<file path="src/hdl/exPkg.sv">
/*
	Integer execute back end definitions
	Data path widths, micro-op and predicate encodings,
	and the payloads carried between the pipeline stages
*/
`default_nettype none

package exPkg;

	localparam int dataWidth = 64;	// Data path width
	localparam int regIdWidth = 6;	// Destination register id
	localparam int immWidth = 33;	// Immediate from decode

	typedef enum logic [3:0] {
		NOP,	// Also used for a failed predicate
		ADD,
		SUB,
		AND,
		OR,
		XOR,
		MOVI,	// Sign-extended immediate
		CMPEQ,
		CMPGT,	// Signed compare
		LOAD,
		STORE,
		MUL	// 32x32, ixt picks destination
	} exOpcode;

	typedef enum logic [1:0] {
		ALWAYS,
		NEVER,
		IFTRUE,	// Run when T set
		IFFALSE	// Run when T clear
	} exCond;

	typedef struct packed {
		exOpcode opcode;
		logic [1:0] ixt;	// Sub-mode
		logic [dataWidth-1:0] srcA;	// ALU A, base
		logic [dataWidth-1:0] srcB;	// ALU B, index
		logic [dataWidth-1:0] srcC;	// Store data
		logic [immWidth-1:0] imm;
		logic [regIdWidth-1:0] dest;
		logic writesFlag;	// Compare class
		logic isMem;	// Load or store
		logic isMul;
	} exUop;

	typedef struct packed {
		exOpcode opcode;
		logic [1:0] ixt;
		logic [regIdWidth-1:0] dest;
		logic [dataWidth-1:0] aluRes;
		logic cmpFlag;
		logic [dataWidth-1:0] product;	// Full 64-bit product
		logic isLoad;
		logic isMul;
	} exExec;

endpackage

`default_nettype wire
</file>
<file path="src/hdl/exStageIf.sv">
/*
	Stage-to-stage bundles
	exUopIf carries decoded micro-ops into EX1,
	exExecIf carries EX1 results into EX2
	Both are valid/ready with a struct payload
*/
`default_nettype none


interface exExecIf;

	logic valid;	// EX1 result present
	logic ready;	// EX2 not holding
	exPkg::exExec payload;

	modport source(output valid, output payload, input ready);
	modport sink(input valid, input payload, output ready);

endinterface

`default_nettype wire

</file>
<file path="src/hdl/exResult.sv">
/*
	EX2 result stage
	Completes what EX1 started: waits for the memory response,
	gives MUL its extra cycle, selects the writeback and updates
	T and DLR/DHR. While it holds, the whole pipeline stalls.
	A faulting access drops its writeback and sets a sticky fault.
*/
`default_nettype none

module exResult (
	input wire logic clock,
	input wire logic rst,
	exExecIf.sink execIn,
	input wire logic memRspValid,
	input wire logic [exPkg::dataWidth-1:0] memRspData,
	input wire logic memRspFault,
	output logic wbValid,
	output logic [exPkg::regIdWidth-1:0] wbDest,
	output logic [exPkg::dataWidth-1:0] wbData,
	output logic tFlag,	// Status T bit
	output logic [exPkg::dataWidth-1:0] dlr,
	output logic [exPkg::dataWidth-1:0] dhr,
	output logic fault,	// Sticky until reset
	output logic flagPending
);

	logic rValid;	// Stage register occupied
	exPkg::exExec r;
	logic [3:0] holdCyc;	// Cycles spent holding
	logic isMemOp;
	logic holding;
	logic done;
	logic rnWrite;
	logic [exPkg::dataWidth-1:0] rnValue;
	logic dWrite;
	logic [exPkg::dataWidth-1:0] dlrNext;
	logic [exPkg::dataWidth-1:0] dhrNext;
	logic tWrite;

	assign isMemOp = r.isLoad || (r.opcode == exPkg::STORE);
	// MUL waits out its first cycle, memory waits for the response
	assign holding = rValid
		&& ((r.isMul && (holdCyc == 4'd0)) || (isMemOp && !memRspValid));
	assign done = rValid && !holding;
	assign execIn.ready = !holding;
	assign flagPending = rValid && ((r.opcode == exPkg::CMPEQ) || (r.opcode == exPkg::CMPGT));

	always_comb begin
		rnWrite = 1'b0;
		rnValue = r.aluRes;
		dWrite = 1'b0;
		dlrNext = {32'b0, r.product[31:0]};	// Low half always zero-extended
		dhrNext = {32'b0, r.product[63:32]};
		tWrite = 1'b0;
		case (r.opcode)
			exPkg::ADD, exPkg::SUB, exPkg::AND, exPkg::OR, exPkg::XOR, exPkg::MOVI:
				rnWrite = 1'b1;
			exPkg::CMPEQ, exPkg::CMPGT:
				tWrite = 1'b1;	// Compare writes T only
			exPkg::LOAD: begin
				rnWrite = !memRspFault;	// No writeback on fault
				rnValue = memRspData;
			end
			exPkg::MUL: begin
				case (r.ixt)
					2'd0: begin
						rnWrite = 1'b1;
						rnValue = {{32{r.product[31]}}, r.product[31:0]};
					end
					2'd1: begin
						rnWrite = 1'b1;
						rnValue = {32'b0, r.product[31:0]};
					end
					2'd2: begin
						dWrite = 1'b1;
						dhrNext = {{32{r.product[63]}}, r.product[63:32]};
					end
					default: dWrite = 1'b1;	// Both halves zero-extended
				endcase
			end
			default: rnWrite = 1'b0;	// NOP, STORE
		endcase
	end

	always_ff @(posedge clock) begin
		if (rst) begin
			rValid <= 1'b0;
			holdCyc <= 4'd0;
			wbValid <= 1'b0;
			tFlag <= 1'b0;
			dlr <= '0;
			dhr <= '0;
			fault <= 1'b0;
		end else begin
			if (holding)
				holdCyc <= holdCyc + 4'd1;
			else
				holdCyc <= 4'd0;
			if (!holding)
				rValid <= execIn.valid;
			wbValid <= done && rnWrite;	// One-cycle pulse
			if (done && tWrite)
				tFlag <= r.cmpFlag;
			if (done && dWrite) begin
				dlr <= dlrNext;
				dhr <= dhrNext;
			end
			if (done && isMemOp && memRspFault)
				fault <= 1'b1;
		end
	end

	always_ff @(posedge clock) begin
		if (!holding)
			r <= execIn.payload;
		if (done && rnWrite) begin
			wbDest <= r.dest;
			wbData <= rnValue;
		end
	end

endmodule

`default_nettype wire

</file>
<file path="src/flat_wrapper.sv">
// flat-port wrapper written by rule: the top's interface ports become plain ports
module exResult_flat 
  (clock, rst, memRspValid, memRspData, memRspFault, wbValid, wbDest, wbData, tFlag, dlr, dhr, fault, flagPending, execIn_valid, execIn_payload, execIn_ready);
  exExecIf execIn_i ();
  input wire logic clock;
  input wire logic rst;
  input wire logic memRspValid;
  input wire logic [exPkg::dataWidth-1:0] memRspData;
  input wire logic memRspFault;
  output logic wbValid;
  output logic [exPkg::regIdWidth-1:0] wbDest;
  output logic [exPkg::dataWidth-1:0] wbData;
  output logic tFlag;
  output logic [exPkg::dataWidth-1:0] dlr;
  output logic [exPkg::dataWidth-1:0] dhr;
  output logic fault;
  output logic flagPending;
  input wire logic [$bits(execIn_i.valid)-1:0] execIn_valid;
  input wire logic [$bits(execIn_i.payload)-1:0] execIn_payload;
  output wire logic [$bits(execIn_i.ready)-1:0] execIn_ready;
  assign execIn_i.valid = execIn_valid;
  assign execIn_i.payload = execIn_payload;
  assign execIn_ready = execIn_i.ready;
  exResult u_core (.clock(clock), .rst(rst), .execIn(execIn_i), .memRspValid(memRspValid), .memRspData(memRspData), .memRspFault(memRspFault), .wbValid(wbValid), .wbDest(wbDest), .wbData(wbData), .tFlag(tFlag), .dlr(dlr), .dhr(dhr), .fault(fault), .flagPending(flagPending));
endmodule
</file>
<file path="config.mk">
export PLATFORM = sky130hd
export DESIGN_NAME = exResult_flat
export DESIGN_NICKNAME = d
export VERILOG_FILES = /design/src/hdl/exPkg.sv /design/src/hdl/exStageIf.sv /design/src/hdl/exResult.sv /design/src/flat_wrapper.sv
export SDC_FILE = /design/constraint.sdc
export NUM_CORES = 1
export LEC_CHECK = 0
export BUFFER_PORTS_ARGS = -buffer_cell sky130_fd_sc_hd__buf_2
export CORE_ASPECT_RATIO = 0.5
export CORE_MARGIN = 1
export CORE_UTILIZATION = 28
export DETAILED_ROUTE_END_ITERATION = 7
export GPL_ROUTABILITY_DRIVEN = 0
export HOLD_SLACK_MARGIN = 0.1
export SLEW_MARGIN = 20
export SYNTH_ARGS = -nofsm -noshare
export SYNTH_HDL_FRONTEND = slang
export SYNTH_SLANG_ARGS = --single-unit
</file>
<file path="constraint.sdc">
create_clock -name clock -period 19.55 [get_ports clock]
set_input_delay 3.91 -clock clock [delete_from_list [all_inputs] [get_ports clock]]
set_output_delay 3.91 -clock clock [all_outputs]
set_load 0.03 [all_outputs]
</file>
==> flow_metrics.env <==
export IMPL_grt_pass1_vias=7188
export IMPL_drt_initial_drc_count=586
export IMPL_place_ws_ns=10.52
export IMPL_slew_headroom_pct=32.4
export IMPL_fin_skew_ns=0.00922
export IMPL_insertion_delay_ns=0.56
export IMPL_drive_gt1_share_pct=38.1
export IMPL_ctsLongestPathBuffers=3
export IMPL_min_delay_start="u_core.r[134]$_DFFE_PP_"
export IMPL_wl_met2_um=17200
export IMPL_cap_violations=0
export IMPL_tns_ns=0
export IMPL_postCtsHoldBufs=0
export IMPL_finalWorstSetupSlack_ns=10.52
export IMPL_worst_path_dominant_cell_family="buffers and inverters"
export IMPL_chipWidth_um=285
export IMPL_post_cts_buffers=0
export IMPL_hold_viol_final=0
export IMPL_synth_flop_cell="edfxtp_1"
export IMPL_cts_resized=0
export IMPL_dp_hpwl_um=21100
export IMPL_hold_ws_ns=0.422
export IMPL_crit_top_cell="buf_2"
export IMPL_irDropWorstVdd_mv=0.0586
export IMPL_slowest_delay_ns=0.40
export IMPL_power_leakage_nw=5.87
export IMPL_final_cell_mix="buf_2, edfxtp_1, nand2b_1"
export IMPL_ys_ff_latch=286
export IMPL_wl_met1_um=10800
export IMPL_arrival_ns=5.12
export IMPL_max_freq_mhz=111
export IMPL_slew_violations=0
export IMPL_cts_tree="done"
export IMPL_post_route_period_util_pct=46.2
export IMPL_routed_wl_met3_um=905
export IMPL_highest_layer="met4"
export IMPL_crit_start="memRspValid"
export IMPL_cp_num_buf_inv=3
export IMPL_cp_start_kind="primary input"
export IMPL_fin_util_pct=36.6
export IMPL_synth_warnings=0
export IMPL_num_vias=7242
export IMPL_via_per_inst=4.23
export IMPL_clock_root_buffer="clkbuf_16"
export IMPL_port_buffers=382
export IMPL_cp_max_fo=23
export IMPL_first_pass_iters=8
export IMPL_initial_core_util_pct=28.6
export IMPL_required_ns=15.64
export IMPL_htreeDepth=1
export IMPL_place_inst=1650
export IMPL_finalCriticalPeriod_ns=9.03
export IMPL_critPathKind="primary input to primary output"
export IMPL_path_clk_slew_ns=0.07
export IMPL_async_flop_share_pct=0
export IMPL_ys_seq_area_share_pct=70.1
export IMPL_fin_cells=1713
export IMPL_path_cells="buf_2 > inv_1 > a211o_1 > nand2_4 > buf_2"
export IMPL_synth_area_per_cell_um2=14.0
export IMPL_worst_slew_pin_slew_ns=1.01
export IMPL_crit_slowest_cell="a211o_1"
export IMPL_status="completed"
export IMPL_synth_edf_count=213
export IMPL_end_kind="primary output"
export IMPL_grt_pass1_wl_um=41900
export IMPL_die_h_um=143
export IMPL_netlist_area_um2=11200
export IMPL_overflow=0
export IMPL_synth_cells=802
export IMPL_ant_nets=0
export IMPL_core_rowCount=51
export IMPL_r2r_start="u_core.holdCyc[0]$_SDFF_PP0_"
export IMPL_io_pins=415
export IMPL_synthToLayoutAreaGrowth_pct=27.9
export IMPL_grt_use_total_pct=13.4
export IMPL_grt_max_degree=135
export IMPL_die_area_um2=40900
export IMPL_power_per_cell_area_nw_per_um2=96.5
export IMPL_hp_class="flip-flop to flip-flop"
export IMPL_cts_sinks=286
export IMPL_drt_total_wl_um=29800
export IMPL_coreArea_um2=39200
export IMPL_final_common_cell="buf_2"
export IMPL_fillerInstances=3791
export IMPL_ys_types=37
export IMPL_nNetsFinal=1365
export IMPL_antenna_found_initial=8
export IMPL_setup_viol=0
export IMPL_drc=0
export IMPL_wl_per_cell_um=17.4
export IMPL_cts_buffers=29
export IMPL_rsz0062_at_grt="no"
cell type report:
| class | count | area (µm²) | area share [%] |
|---|---|---|---|
| Tap cell | 530 | 663 | 4.63 |
| Sequential cell | 286 | 7860 | 54.8 |
| Clock buffer | 37 | 756 | 5.27 |
| Inverter | 39 | 146 | 1.02 |
| Multi-Input combinational cell | 401 | 2640 | 18.4 |
| Clock inverter | 17 | 240 | 1.68 |
| Timing Repair Buffer | 394 | 2000 | 14.0 |
| Antenna cell | 9 | 22.5 | 0.157 |
per-layer routing:
metal | vias up | GRT usage [%]
met2 | 172 | 26.1
met5 | - | 0
li1 | 3452 | -
met1 | 3569 | 14.5
met3 | 49 | 1.89
met4 | 0 | 5.80
cell usage after synthesis, types with 2 or more instances:
cell | number | share of area [%]
o21ai_1 | 32 | 1.4
buf_1 | 2 | 0.067
nand4b_1 | 2 | 0.16
edfxtp_1 | 213 | 57
buf_8 | 5 | 0.67
nor3_1 | 3 | 0.13
o21ai_0 | 4 | 0.18
ha_1 | 2 | 0.22
a21oi_1 | 2 | 0.089
clkbuf_1 | 31 | 1.0
mux2i_1 | 65 | 5.8
buf_4 | 64 | 4.3
a222oi_1 | 32 | 2.9
buf_2 | 4 | 0.18
nand2b_1 | 130 | 7.3
dfxtp_1 | 73 | 13
nand2_1 | 36 | 1.2
inv_1 | 39 | 1.3
nor4bb_1 | 3 | 0.27
nor2b_1 | 2 | 0.11
nor2_1 | 42 | 1.4
stage by stage:
step | power [mW] | cell area [µm²]
6_report | 1.38 | 14300
2_1_floorplan | 0.780 | 11300
3_5_place_dp | 0.815 | 13300
3_3_place_gp | 0.811 | 13300
4_1_cts | 1.40 | 14300
5_1_grt | 1.43 | 14300
flip-flops by register name, indices dropped and copies added (netlist names), 4 cells and up:
name	count
u_core.r	111
u_core.wbData	64
u_core.dhr	33
u_core.dlrNext	32
u_core.dlr	32
u_core.wbDest	6
u_core.holdCyc	4
power by group:
| part | total, mW | switching, mW | internal [mW] | leakage (nW) |
|---|---|---|---|---|
| logic | 0.0980 | 0.0603 | 0.0378 | 2.71 |
| registers | 0.703 | 0.0124 | 0.691 | 2.70 |
| clock network | 0.582 | 0.240 | 0.343 | 0.470 |
worst paths after layout:
| kind | to | slack [ns] | depth (start not counted) |
|---|---|---|---|
| setup / recovery | execIn_ready | 10.52 | 5 |
| hold reg to reg | u_core.wbDest[3]$_DFFE_PP_ | 0.42 | 0 |
| setup reg to reg | u_core.dlr[7]$_SDFFE_PP0P_ | 16.63 | 8 |
| hold / removal | u_core.wbDest[3]$_DFFE_PP_ | 0.42 | 0 |
cell families (layout without fill, tap and decap cells):
family | after synthesis | after routing | share of synthesized area, %
flip-flops | 286 | 286 | 70.1
buffers and inverters | 146 | 487 | 7.65
other | 1 | 41 | 0.0335
adder cells (fa/ha/maj) | 2 | 2 | 0.223
AO/OA/AOI/OAI | 74 | 74 | 4.87
AND/OR/NAND/NOR | 226 | 226 | 11.1
XOR/XNOR | 2 | 2 | 0.156
multiplexers | 65 | 65 | 5.81
Note: power is estimated with default switching activity, not from simulation.
