$ cat src/hdl/exPkg.sv
/*
	Integer execute back end definitions
	Data path widths, micro-op and predicate encodings,
	and the payloads carried between the pipeline stages
*/
`default_nettype none

package exPkg;

	localparam int dataWidth = 64;	// Data path width
	localparam int regIdWidth = 6;	// Destination register id
	localparam int immWidth = 33;	// Immediate from decode

	typedef enum logic [3:0] {
		NOP,	// Also used for a failed predicate
		ADD,
		SUB,
		AND,
		OR,
		XOR,
		MOVI,	// Sign-extended immediate
		CMPEQ,
		CMPGT,	// Signed compare
		LOAD,
		STORE,
		MUL	// 32x32, ixt picks destination
	} exOpcode;

	typedef enum logic [1:0] {
		ALWAYS,
		NEVER,
		IFTRUE,	// Run when T set
		IFFALSE	// Run when T clear
	} exCond;

	typedef struct packed {
		exOpcode opcode;
		logic [1:0] ixt;	// Sub-mode
		logic [dataWidth-1:0] srcA;	// ALU A, base
		logic [dataWidth-1:0] srcB;	// ALU B, index
		logic [dataWidth-1:0] srcC;	// Store data
		logic [immWidth-1:0] imm;
		logic [regIdWidth-1:0] dest;
		logic writesFlag;	// Compare class
		logic isMem;	// Load or store
		logic isMul;
	} exUop;

	typedef struct packed {
		exOpcode opcode;
		logic [1:0] ixt;
		logic [regIdWidth-1:0] dest;
		logic [dataWidth-1:0] aluRes;
		logic cmpFlag;
		logic [dataWidth-1:0] product;	// Full 64-bit product
		logic isLoad;
		logic isMul;
	} exExec;

endpackage

`default_nettype wire
$ cat src/hdl/exStageIf.sv
/*
	Stage-to-stage bundles
	exUopIf carries decoded micro-ops into EX1,
	exExecIf carries EX1 results into EX2
	Both are valid/ready with a struct payload
*/
`default_nettype none

interface exUopIf;

	logic valid;	// Source has a micro-op
	logic ready;	// Sink takes it this edge
	exPkg::exUop payload;

	modport source(output valid, output payload, input ready);
	modport sink(input valid, input payload, output ready);

endinterface


`default_nettype wire

$ cat src/hdl/exDecode.sv
/*
	Decode stage
	Registers the incoming micro-op, checks its predicate against T
	and sets the class flags. A predicated micro-op waits at the
	input while any compare is still ahead of it in the pipeline.
*/
`default_nettype none

module exDecode (
	input wire logic clock,
	input wire logic rst,
	input wire logic opValid,
	input wire exPkg::exOpcode opCmd,
	input wire exPkg::exCond opCond,
	input wire logic [1:0] opIxt,
	input wire logic [exPkg::dataWidth-1:0] opSrcA,
	input wire logic [exPkg::dataWidth-1:0] opSrcB,
	input wire logic [exPkg::dataWidth-1:0] opSrcC,
	input wire logic [exPkg::immWidth-1:0] opImm,
	input wire logic [exPkg::regIdWidth-1:0] opDest,
	output logic opReady,
	input wire logic tFlag,	// Committed T bit
	input wire logic flagPendingEx,	// Compare in EX1
	input wire logic flagPendingRes,	// Compare in EX2
	exUopIf.source uopOut
);

	logic dValid;	// Stage register occupied
	exPkg::exUop dUop;
	exPkg::exUop uopNext;
	logic condPass;
	logic isPredicated;
	logic interlock;

	always_comb begin
		case (opCond)
			exPkg::ALWAYS: condPass = 1'b1;
			exPkg::NEVER: condPass = 1'b0;
			exPkg::IFTRUE: condPass = tFlag;
			default: condPass = !tFlag;	// IFFALSE
		endcase
	end

	assign isPredicated = (opCond == exPkg::IFTRUE) || (opCond == exPkg::IFFALSE);
	// T is stale while any compare sits in decode, EX1 or EX2
	assign interlock = isPredicated
		&& (flagPendingEx || flagPendingRes || (dValid && dUop.writesFlag));
	assign opReady = uopOut.ready && !interlock;

	always_comb begin
		uopNext.opcode = condPass ? opCmd : exPkg::NOP;	// Squash failed predicate
		uopNext.ixt = opIxt;
		uopNext.srcA = opSrcA;
		uopNext.srcB = opSrcB;
		uopNext.srcC = opSrcC;
		uopNext.imm = opImm;
		uopNext.dest = opDest;
		uopNext.writesFlag = (uopNext.opcode == exPkg::CMPEQ)
			|| (uopNext.opcode == exPkg::CMPGT);
		uopNext.isMem = (uopNext.opcode == exPkg::LOAD) || (uopNext.opcode == exPkg::STORE);
		uopNext.isMul = (uopNext.opcode == exPkg::MUL);
	end

	always_ff @(posedge clock) begin
		if (rst)
			dValid <= 1'b0;
		else if (uopOut.ready)
			dValid <= opValid && opReady;	// Bubble while interlocked
	end

	always_ff @(posedge clock) begin
		if (uopOut.ready)
			dUop <= uopNext;
	end

	assign uopOut.valid = dValid;
	assign uopOut.payload = dUop;

endmodule

`default_nettype wire

$ cat src/flat_wrapper.sv
// flat-port wrapper written by rule: the top's interface ports become plain ports
module exDecode_flat 
  (clock, rst, opValid, opCmd, opCond, opIxt, opSrcA, opSrcB, opSrcC, opImm, opDest, opReady, tFlag, flagPendingEx, flagPendingRes, uopOut_valid, uopOut_payload, uopOut_ready);
  exUopIf uopOut_i ();
  input wire logic clock;
  input wire logic rst;
  input wire logic opValid;
  input wire exPkg::exOpcode opCmd;
  input wire exPkg::exCond opCond;
  input wire logic [1:0] opIxt;
  input wire logic [exPkg::dataWidth-1:0] opSrcA;
  input wire logic [exPkg::dataWidth-1:0] opSrcB;
  input wire logic [exPkg::dataWidth-1:0] opSrcC;
  input wire logic [exPkg::immWidth-1:0] opImm;
  input wire logic [exPkg::regIdWidth-1:0] opDest;
  output logic opReady;
  input wire logic tFlag;
  input wire logic flagPendingEx;
  input wire logic flagPendingRes;
  output wire logic [$bits(uopOut_i.valid)-1:0] uopOut_valid;
  output wire logic [$bits(uopOut_i.payload)-1:0] uopOut_payload;
  input wire logic [$bits(uopOut_i.ready)-1:0] uopOut_ready;
  assign uopOut_valid = uopOut_i.valid;
  assign uopOut_payload = uopOut_i.payload;
  assign uopOut_i.ready = uopOut_ready;
  exDecode u_core (.clock(clock), .rst(rst), .opValid(opValid), .opCmd(opCmd), .opCond(opCond), .opIxt(opIxt), .opSrcA(opSrcA), .opSrcB(opSrcB), .opSrcC(opSrcC), .opImm(opImm), .opDest(opDest), .opReady(opReady), .tFlag(tFlag), .flagPendingEx(flagPendingEx), .flagPendingRes(flagPendingRes), .uopOut(uopOut_i));
endmodule
$ cat config.mk
export PLATFORM = sky130hd
export DESIGN_NAME = exDecode_flat
export DESIGN_NICKNAME = d
export VERILOG_FILES = /design/src/hdl/exPkg.sv /design/src/hdl/exStageIf.sv /design/src/hdl/exDecode.sv /design/src/flat_wrapper.sv
export SDC_FILE = /design/constraint.sdc
export NUM_CORES = 1
export LEC_CHECK = 0
export ABC_CLOCK_PERIOD_IN_PS = 1200
export BUFFER_PORTS_ARGS = -buffer_cell sky130_fd_sc_hd__buf_2
export CORE_AREA = 2 2 191 193
export CTS_BUF_LIST = sky130_fd_sc_hd__clkbuf_16
export DETAILED_ROUTE_END_ITERATION = 10
export DIE_AREA = 0 0 193 195
export MAX_ROUTING_LAYER = met4
export PLACE_DENSITY = 0.55
export SKIP_CTS_REPAIR_TIMING = 1
export SYNTH_ARGS = -nofsm -noshare
export SYNTH_HDL_FRONTEND = slang
export SYNTH_SLANG_ARGS = --single-unit
export TNS_END_PERCENT = 20
$ cat constraint.sdc
create_clock -name clock -period 1.2 [get_ports clock]
set_input_delay 0.24 -clock clock [delete_from_list [all_inputs] [get_ports clock]]
set_output_delay 0.24 -clock clock [all_outputs]
set_load 0.02 [all_outputs]
==> results of run 1 <==
## cell families after synthesis
group and share of synthesized area [%]:
XOR/XNOR 0.339, AO/OA/AOI/OAI 0.542, AND/OR/NAND/NOR 1.34, flip-flops 97.8
## worst max-delay path, delay by kind of cell, from the launching register on
kind / cells / cell delay [ps]
AO/OA/AOI/OAI: 2 / 470
flip-flops: 1 / 400
buffers and inverters: 1 / 140
## cells in the mapped netlist
| cell | instances | area, um^2 |
|---|---|---|
| and2_2 | 4 | 30.0 |
| a31oi_1 | 1 | 6.26 |
| nand2_1 | 1 | 3.75 |
| nand4b_1 | 1 | 8.76 |
| o211a_1 | 1 | 10.0 |
| xnor2_2 | 1 | 16.3 |
| nor2b_1 | 2 | 12.5 |
| edfxtp_1 | 240 | 7210 |
| xor2_1 | 1 | 8.76 |
| a211o_1 | 1 | 8.76 |
| a21boi_0 | 2 | 15.0 |
| nor2b_4 | 1 | 13.8 |
| and4_1 | 1 | 8.76 |
| nand3_1 | 1 | 5.00 |
| nor2_1 | 1 | 3.75 |
| and3_2 | 1 | 7.51 |
| dfxtp_1 | 1 | 20.0 |
| nor3_1 | 1 | 5.00 |
## state kept, by name, summed over array words and instances, names as in the netlist
signal / cells
u_core.uopOut.payload: 240
u_core.uopOut.valid: 1
## power by group through the flow
stage	Sequential [mW]	Clock, mW	Combinational, mW
3_5_place_dp	10.4	0	2.33
2_1_floorplan	11.2	0	0.0431
4_1_cts	10.2	8.34	2.33
5_1_grt	10.3	8.63	3.25
3_3_place_gp	10.3	0	2.31
6_report	10.2	8.10	3.08
## worst paths after layout
path | cells after the start | slack, ps | end | startpoint
hold reg to reg | 4 | 780 | u_core.uopOut.valid$_SDFFE_PP0P_ | u_core.uopOut.valid$_SDFFE_PP0P_
hold / removal | 3 | 4 | u_core.uopOut.valid$_SDFFE_PP0P_ | flagPendingEx
setup reg to reg | 4 | 240 | u_core.uopOut.valid$_SDFFE_PP0P_ | u_core.uopOut.payload[2]$_DFFE_PP_
setup / recovery | 3 | -570 | opReady | u_core.uopOut.payload[2]$_DFFE_PP_
## area by class of cell
cell class | instances | area, um^2
clock buffer | 27 | 676
clock inverter | 21 | 199
fill | 3229 | 21100
multi-input combinational | 21 | 175
sequential | 241 | 7230
tap | 461 | 577
timing repair buffer | 750 | 5410
## stage by stage
step / total power, mW / util (%) / setup slack [ps] / cell area (um^2)
CTS: 20.9 / 32.8 / -645 / 11600
finish: 21.4 / 40.3 / -569 / 14300
global route: 22.2 / 40.3 / -653 / 14300
floorplan: 11.3 / - / -48.8 / 7400
detailed placement: 12.7 / 30.3 / -64.6 / 10700
global placement: 12.7 / 30.3 / -69.4 / 10700
## routing by layer
metal  track usage, %  vias up  wire (um)
met5                -        -          0
met2             18.4      301      12900
met4             4.12        0        694
li1                 -     2631          -
met1             12.0     2702       9290
met3             3.25       57       1810
==> impl_metrics.yaml, run 1 <==
worst_setup_path:
  crit_type: "flop to output port"
  crit_required_ps: 960
  cpPeakStageDelay_ps: 400
  critPathMaxFanout: 2
  cp-start-kind: "flop"
  path_cells: "a211o_1 > a21boi_4 > buf_6"
  cp.arrival_ps: 1530
  critical_path.endpoint_type: "output port"
  crit_slowest_cell: "edfxtp_1"
placement:
  port_buffers: 487
  hpwl_um: 17200
  dp.cells: 1238
  place.gp.congestion: 0.820
timing:
  hold_ws_ps: 3.59
  drv_slew: 0
  period_share_pct: 147
  rsz0062_at_grt: "true"
  fin_crit_ps: 1770
  fin_skew_ps: 0.0657
  finalWorstSetupSlack_ps: -569
  hold_viol: 0
  setup_viol: 242
  finalSetupTns_ps: -25050
  tightest_slew_ps: 281
  relSlewSlack_pct: 81.2
  max_freq_ghz: 0.565
clocking:
  cts_buffers: 26
  clk_path_buf_depth: 3
  insertion_delay_ps: 520
  path_clk_slew_ps: 60
  h-tree-depth: 1
  root_buffer: "clkbuf_16"
  cts_tree: "built"
  cts.sinks: 241
floorplan:
  start_util_pct: 20.9
  rows: 69
  core_um2: 35400
  die_w_um: 193
  io-pin-count: 488
  dieArea_um2: 37600
  die_h_um: 195
synthesis:
  synth_area_um2: 7390
  synth_area_per_cell_um2: 28.2
  ys_warn_count: 0
  ys_seq_area_share_pct: 97.8
  synth_seq_cells: 241
  synthesis.nets: 508
  ys_types: 18
  syn_inst: 262
detailed_routing:
  via_count: 5691
  routed_wl_um: 24700
  wl_per_cell_um: 16.2
  vias_per_cell: 3.74
  drcViolationCount: 0
  drt_iter0_markers: 232
  ant_nets: 0
  dr.pass1.iters: 4
global_route:
  grt_pass1_vias: 4973
  grt_antenna_before_repair: 0
  grt_max_degree: 24
  grt_pass1_wl_um: 29400
  grt_overflow: 0
  grtUsageTotal_pct: 10.9
pwr:
  cellPowerDensity_nw_per_um2: 1500
  p_int_mw: 16.4
  sw_frac_of_total_pct: 23.4
  pwr-share-comb_pct: 14.4
  ir_drop_mv: 1.11
  p_seq_share_pct: 47.8
  p_clk_share_pct: 37.9
  p_leak_nw: 6.06
  switchingPower_mw: 5.02
run:
  cap_violations: 0
outcome:
  outcome: "finished, violations left"
  violations: "negative setup slack"
layout:
  layout_common_cells: "buf_2, edfxtp_1, dlygate4sd3_1"
  antennaDiodeCount: 0
  drive_gt1_share_pct: 53.2
  finalNetCount: 1286
  syn2layout_area_growth_pct: 93.0
  final_common_cell: "buf_2"
  finalNonFillerCells: 1521
hold_path:
  hold_path_class: "primary input to flop"
No activity file was read; power rests on OpenSTA's default activity.
==> run 2: changes to the inputs <==
ABC_AREA = 1   (was not set)
==> impl_metrics.yaml, run 2 <==
outcome:
  outcome: "finished, violations left"
  violations: "negative setup slack"
floorplan:
  start_util_pct: 20.9
  die_h_um: 195
  die_w_um: 193
  rows: 69
  core_um2: 35400
  io-pin-count: 488
  dieArea_um2: 37600
placement:
  dp.cells: 1249
  place.gp.congestion: 0.840
  place_ws_ps: 35.6
  port_buffers: 487
  hpwl_um: 18300
synthesis:
  synthMuxAreaShare_pct: 0
  synthesis.nets: 525
  synth_edf_count: 240
  yosysTopAreaCell: "edfxtp_1"
  yosysMostFrequentCell: "edfxtp_1"
  synth_ff_type: "edfxtp_1"
  ys_seq_area_share_pct: 97.8
  syn_inst: 279
  ys_warn_count: 0
  synth.top_cell.area_share_pct: 97.5
  synthXorXnorAreaFrac_pct: 0
  synth_fa_ha_area_share_pct: 0
  synth_area_um2: 7390
  synth_compound_area_share_pct: 0.271
  ys_types: 10
  synth_top_family_by_area: "simple AND/OR/NAND/NOR gates"
  synth_seq_cells: 241
  ys_top_cells_by_count: "edfxtp_1, inv_1, nand2_1"
  synthTopCellsByArea: "edfxtp_1, inv_1, nand2_1, nand3_1, nor2_1"
  synth_area_per_cell_um2: 26.5
  async_flop_share_pct: 0
  synthSimpleGateAreaFrac_pct: 1.39
global_route:
  grtUsageTotal_pct: 11.6
  grt_pass1_vias: 5025
  grt_pass1_wl_um: 31000
  grt_overflow: 0
  grt_antenna_before_repair: 2
  grt_max_degree: 32
timing:
  setup_viol: 242
  finalSetupTns_ps: -24460
  finalWorstSetupSlack_ps: -483
  fin_crit_ps: 1680
  max_freq_ghz: 0.594
  relSlewSlack_pct: 87.5
  drv_slew: 0
  tightest_slew_ps: 186
  hold_viol: 0
  rsz0062_at_grt: "true"
  fin_skew_ps: 0.0149
  period_share_pct: 140
worst_setup_path:
  crit_required_ps: 960
  worst-r2r-setup-slack_ps: 210
  critPathMaxFanout: 2
  cp-start-kind: "flop"
  crit_type: "flop to output port"
  cp.arrival_ps: 1440
  rr_startpoint: "u_core.uopOut.payload[2]$_DFFE_PP_"
  r2r-end: "u_core.uopOut.valid$_SDFFE_PP0P_"
  critical_path.endpoint_type: "output port"
  worstRegToRegCells: 6
pwr:
  ir_drop_mv: 1.11
  cellPowerDensity_nw_per_um2: 1460
  finalPower_mw: 20.7
  p_leak_nw: 6.04
layout:
  finalNonFillerCells: 1532
  layout_common_cells: "buf_2, edfxtp_1, dlygate4sd3_1"
  finalNetCount: 1299
  drive_gt1_share_pct: 51.1
  n_fill_cell: 3258
  syn2layout_area_growth_pct: 91.4
  largest_reg_flops: 240
  final_common_cell: "buf_2"
  final_util_pct: 40.0
hold_path:
  whs_endpoint: "u_core.uopOut.valid$_SDFFE_PP0P_"
  min_from: "opCond[1]"
  whs_path_depth: 4
  hold_path_class: "primary input to flop"
detailed_routing:
  drcViolationCount: 0
  vias_per_cell: 3.77
  via_count: 5780
  routed_wl_um: 25600
  ant_nets: 0
  dr.pass1.iters: 6
  drt_iter0_markers: 187
  wl_per_cell_um: 16.7
clocking:
  h-tree-depth: 1
  path_clk_slew_ps: 60
  clk_path_buf_depth: 3
  cts.sinks: 241
  root_buffer: "clkbuf_16"
  insertion_delay_ps: 530
  cts_buffers: 27
  cts_tree: "built"
run:
  cap_violations: 0
==> run 2: changes by cell type after synthesis, moves of 2 or more <==
| cell | change |
|---|---|
| a21boi_0 | -2 |
| a21oi_1 | +3 |
| and2_2 | -4 |
| inv_1 | +11 |
| nand2_1 | +8 |
| nand3_1 | +5 |
| nor2_1 | +5 |
| nor2b_1 | -2 |
==> run 2: worst max-delay path: stages (launching register included) <==
cell and delay (ps):
edfxtp_1 410, nand2_2 80, nand2_2 80, a21oi_4 200, buf_6 140
==> run 2: per-stage QoR <==
step / instance area, um^2 / hold slack, ps
after floorplan: 7390 / 309
after global routing: 14100 / 61.3
final: 14100 / 55.0
after global placement: 10700 / 400
after CTS: 11500 / -184
after detailed placement: 10700 / 398
==> run 2: where the power goes <==
part           internal, mW  leakage [nW]  switching [mW]  total (mW)
clock network          4.26         0.413            3.14        7.39
registers              10.0          2.36           0.213        10.2
logic                  1.44          3.27            1.64        3.08
total                  15.7          6.04            4.99        20.7
==> run 2: final cells by class <==
cell class | count | area (um^2) | area share (%)
Antenna cell | 1 | 2.50 | 0.0177
Clock buffer | 27 | 676 | 4.78
Clock inverter | 19 | 113 | 0.796
Inverter | 11 | 41.3 | 0.292
Multi-Input combinational cell | 27 | 139 | 0.982
Sequential cell | 241 | 7230 | 51.1
Tap cell | 461 | 577 | 4.08
Timing Repair Buffer | 745 | 5370 | 38.0
==> run 2: worst max-delay path by stage <==
stage | from | to | slack [ps] | depth (start not counted)
6_report | u_core.uopOut.payload[2]$_DFFE_PP_ | opReady | -480 | 4
3_5_place_dp | flagPendingRes | opReady | 40 | 5
5_1_grt | u_core.uopOut.payload[2]$_DFFE_PP_ | opReady | -550 | 4
2_1_floorplan | u_core.uopOut.payload[2]$_DFFE_PP_ | opReady | 70 | 3
3_3_place_gp | u_core.uopOut.payload[2]$_DFFE_PP_ | opReady | 30 | 4
4_1_cts | u_core.uopOut.payload[2]$_DFFE_PP_ | opReady | -560 | 4
==> run 2: logic make-up after synthesis <==
kind of cell,after synthesis
buf+inv,11
compound gates,4
simple gates,23
flops,241
==> run 2: per-layer routing <==
layer / vias to the layer above / GRT usage (%) / wire, um
met5: - / - / 0
li1: 2652 / - / -
met4: 0 / 2.78 / 779
met2: 320 / 19.0 / 12800
met3: 52 / 5.12 / 2420
met1: 2756 / 12.9 / 9600
==> run 3: changes to the inputs <==
MAX_ROUTING_LAYER = not set   (was met4)
==> impl_metrics.yaml, run 3 (same netlist as run 2, synthesis figures left out) <==
outcome:
  outcome: "finished, violations left"
  violations: "negative setup slack"
timing:
  drv_slew: 0
  setup_viol: 242
  hold_ws_ps: 52.7
  max_freq_ghz: 0.593
  hold_viol: 0
  fin_crit_ps: 1690
  relSlewSlack_pct: 87.6
  tightest_slew_ps: 184
  period_share_pct: 141
  fin_skew_ps: 0.0940
  finalWorstSetupSlack_ps: -486
  rsz0062_at_grt: "true"
layout:
  final_common_cell: "buf_2"
  drive_gt1_share_pct: 51.1
  multi_input_area_um2: 139
  layout_common_cells: "buf_2, edfxtp_1, dlygate4sd3_1"
  fin_area_um2: 14100
  n_fill_cell: 3258
  regArea_um2: 7230
  syn2layout_area_growth_pct: 91.4
  antennaDiodeCount: 0
  finalNetCount: 1299
  largest_reg_flops: 240
hold_path:
  whs_endpoint: "u_core.uopOut.valid$_SDFFE_PP0P_"
  whs_path_depth: 4
  hold_path_class: "primary input to flop"
  min_from: "opCond[1]"
detailed_routing:
  dr.pass1.iters: 4
  drcViolationCount: 0
  ant_nets: 0
  wl_per_cell_um: 16.7
  via_count: 5768
  routed_wl_um: 25600
  drt_iter0_markers: 219
  vias_per_cell: 3.77
clocking:
  cts.sinks: 241
  cts_tree: "built"
  root_buffer: "clkbuf_16"
  path_clk_slew_ps: 60
  clk_path_buf_depth: 3
  insertion_delay_ps: 530
  cts_buffers: 27
  h-tree-depth: 1
worst_setup_path:
  path_cells: "nand2_2 > nand2_2 > a21oi_4 > buf_6"
  crit_required_ps: 960
  worst-r2r-setup-slack_ps: 210
  crit_slowest_cell: "edfxtp_1"
  rr_startpoint: "u_core.uopOut.payload[2]$_DFFE_PP_"
  cp_top_family: "flip-flops"
  crit_cells: 4
  critical_path.endpoint_type: "output port"
  crit_type: "flop to output port"
  cp.arrival_ps: 1450
  critPathMaxFanout: 2
  r2r-end: "u_core.uopOut.valid$_SDFFE_PP0P_"
  crit_buf_inv: 1
  cp-start-kind: "flop"
  worstRegToRegCells: 6
  worst_path_most_repeated_cell: "nand2_2"
  cpPeakStageDelay_ps: 420
global_route:
  grt_overflow: 0
  grt_antenna_before_repair: 2
  grt_max_degree: 32
  grt_pass1_vias: 5017
  grt_pass1_wl_um: 31100
  grtUsageTotal_pct: 11.2
pwr:
  cellPowerDensity_nw_per_um2: 1460
  p_leak_nw: 6.04
  ir_drop_mv: 1.12
floorplan:
  rows: 69
  dieArea_um2: 37600
  die_h_um: 195
  die_w_um: 193
  io-pin-count: 488
  start_util_pct: 20.9
  core_um2: 35400
placement:
  placed_cell_area_um2: 10700
  place.gp.congestion: 0.827
  port_buffers: 487
  hpwl_um: 18300
run:
  cap_violations: 0
[run 3: cell count changes in the layout (fill, tap and decap cells not counted), sizes merged]
cell   change
diode      -1
[run 3: per-layer routing]
| layer | track usage (%) | wire length (um) |
|---|---|---|
| met3 | 5.63 | 2550 |
| met2 | 19.0 | 12800 |
| met5 | 0 | 13 |
| met4 | 2.81 | 718 |
| met1 | 12.6 | 9510 |
[run 3: how the worst max path moves through the flow]
stage | from | to | slack, ps
3_3_place_gp | u_core.uopOut.payload[2]$_DFFE_PP_ | opReady | 30
5_1_grt | u_core.uopOut.payload[2]$_DFFE_PP_ | opReady | -550
6_report | u_core.uopOut.payload[2]$_DFFE_PP_ | opReady | -490
4_1_cts | u_core.uopOut.payload[2]$_DFFE_PP_ | opReady | -560
3_5_place_dp | flagPendingRes | opReady | 40
2_1_floorplan | u_core.uopOut.payload[2]$_DFFE_PP_ | opReady | 70
[run 3: area by class of cell]
class | instances | share of cell area, %
Clock buffer | 27 | 4.78
Clock inverter | 19 | 0.796
Inverter | 11 | 0.292
Multi-Input combinational cell | 27 | 0.982
Sequential cell | 241 | 51.1
Tap cell | 461 | 4.08
Timing Repair Buffer | 745 | 38.0
[run 3: through the flow]
| stage | setup WS [ps] | utilization [%] | std cells | total power, mW | TNS [ps] |
|---|---|---|---|---|---|
| final | -486 | 40.0 | 1531 | 20.7 | -24590 |
| after global routing | -546 | 40.0 | 1531 | 21.5 | -38020 |
| after CTS | -561 | 32.4 | 1295 | 20.2 | -34910 |
| after detailed placement | 35.6 | 30.1 | 1249 | 12.7 | 0 |
| after global placement | 28.1 | 30.1 | 1249 | 12.6 | 0 |
| after floorplan | 65.4 | - | 279 | 11.3 | 0 |
[run 3: report_power, final]
group	switching (mW)	internal [mW]
clock	3.15	4.26
sequential	0.212	10.0
combinational	1.64	1.44
[run 3: worst register-to-register path, cell delays in order, from the launching register on]
cell and delay [ps]:
edfxtp_1 420, nand2_2 80, nand2_2 80, buf_4 140, nand2_1 40, nand3_1 60, a21oi_1 110
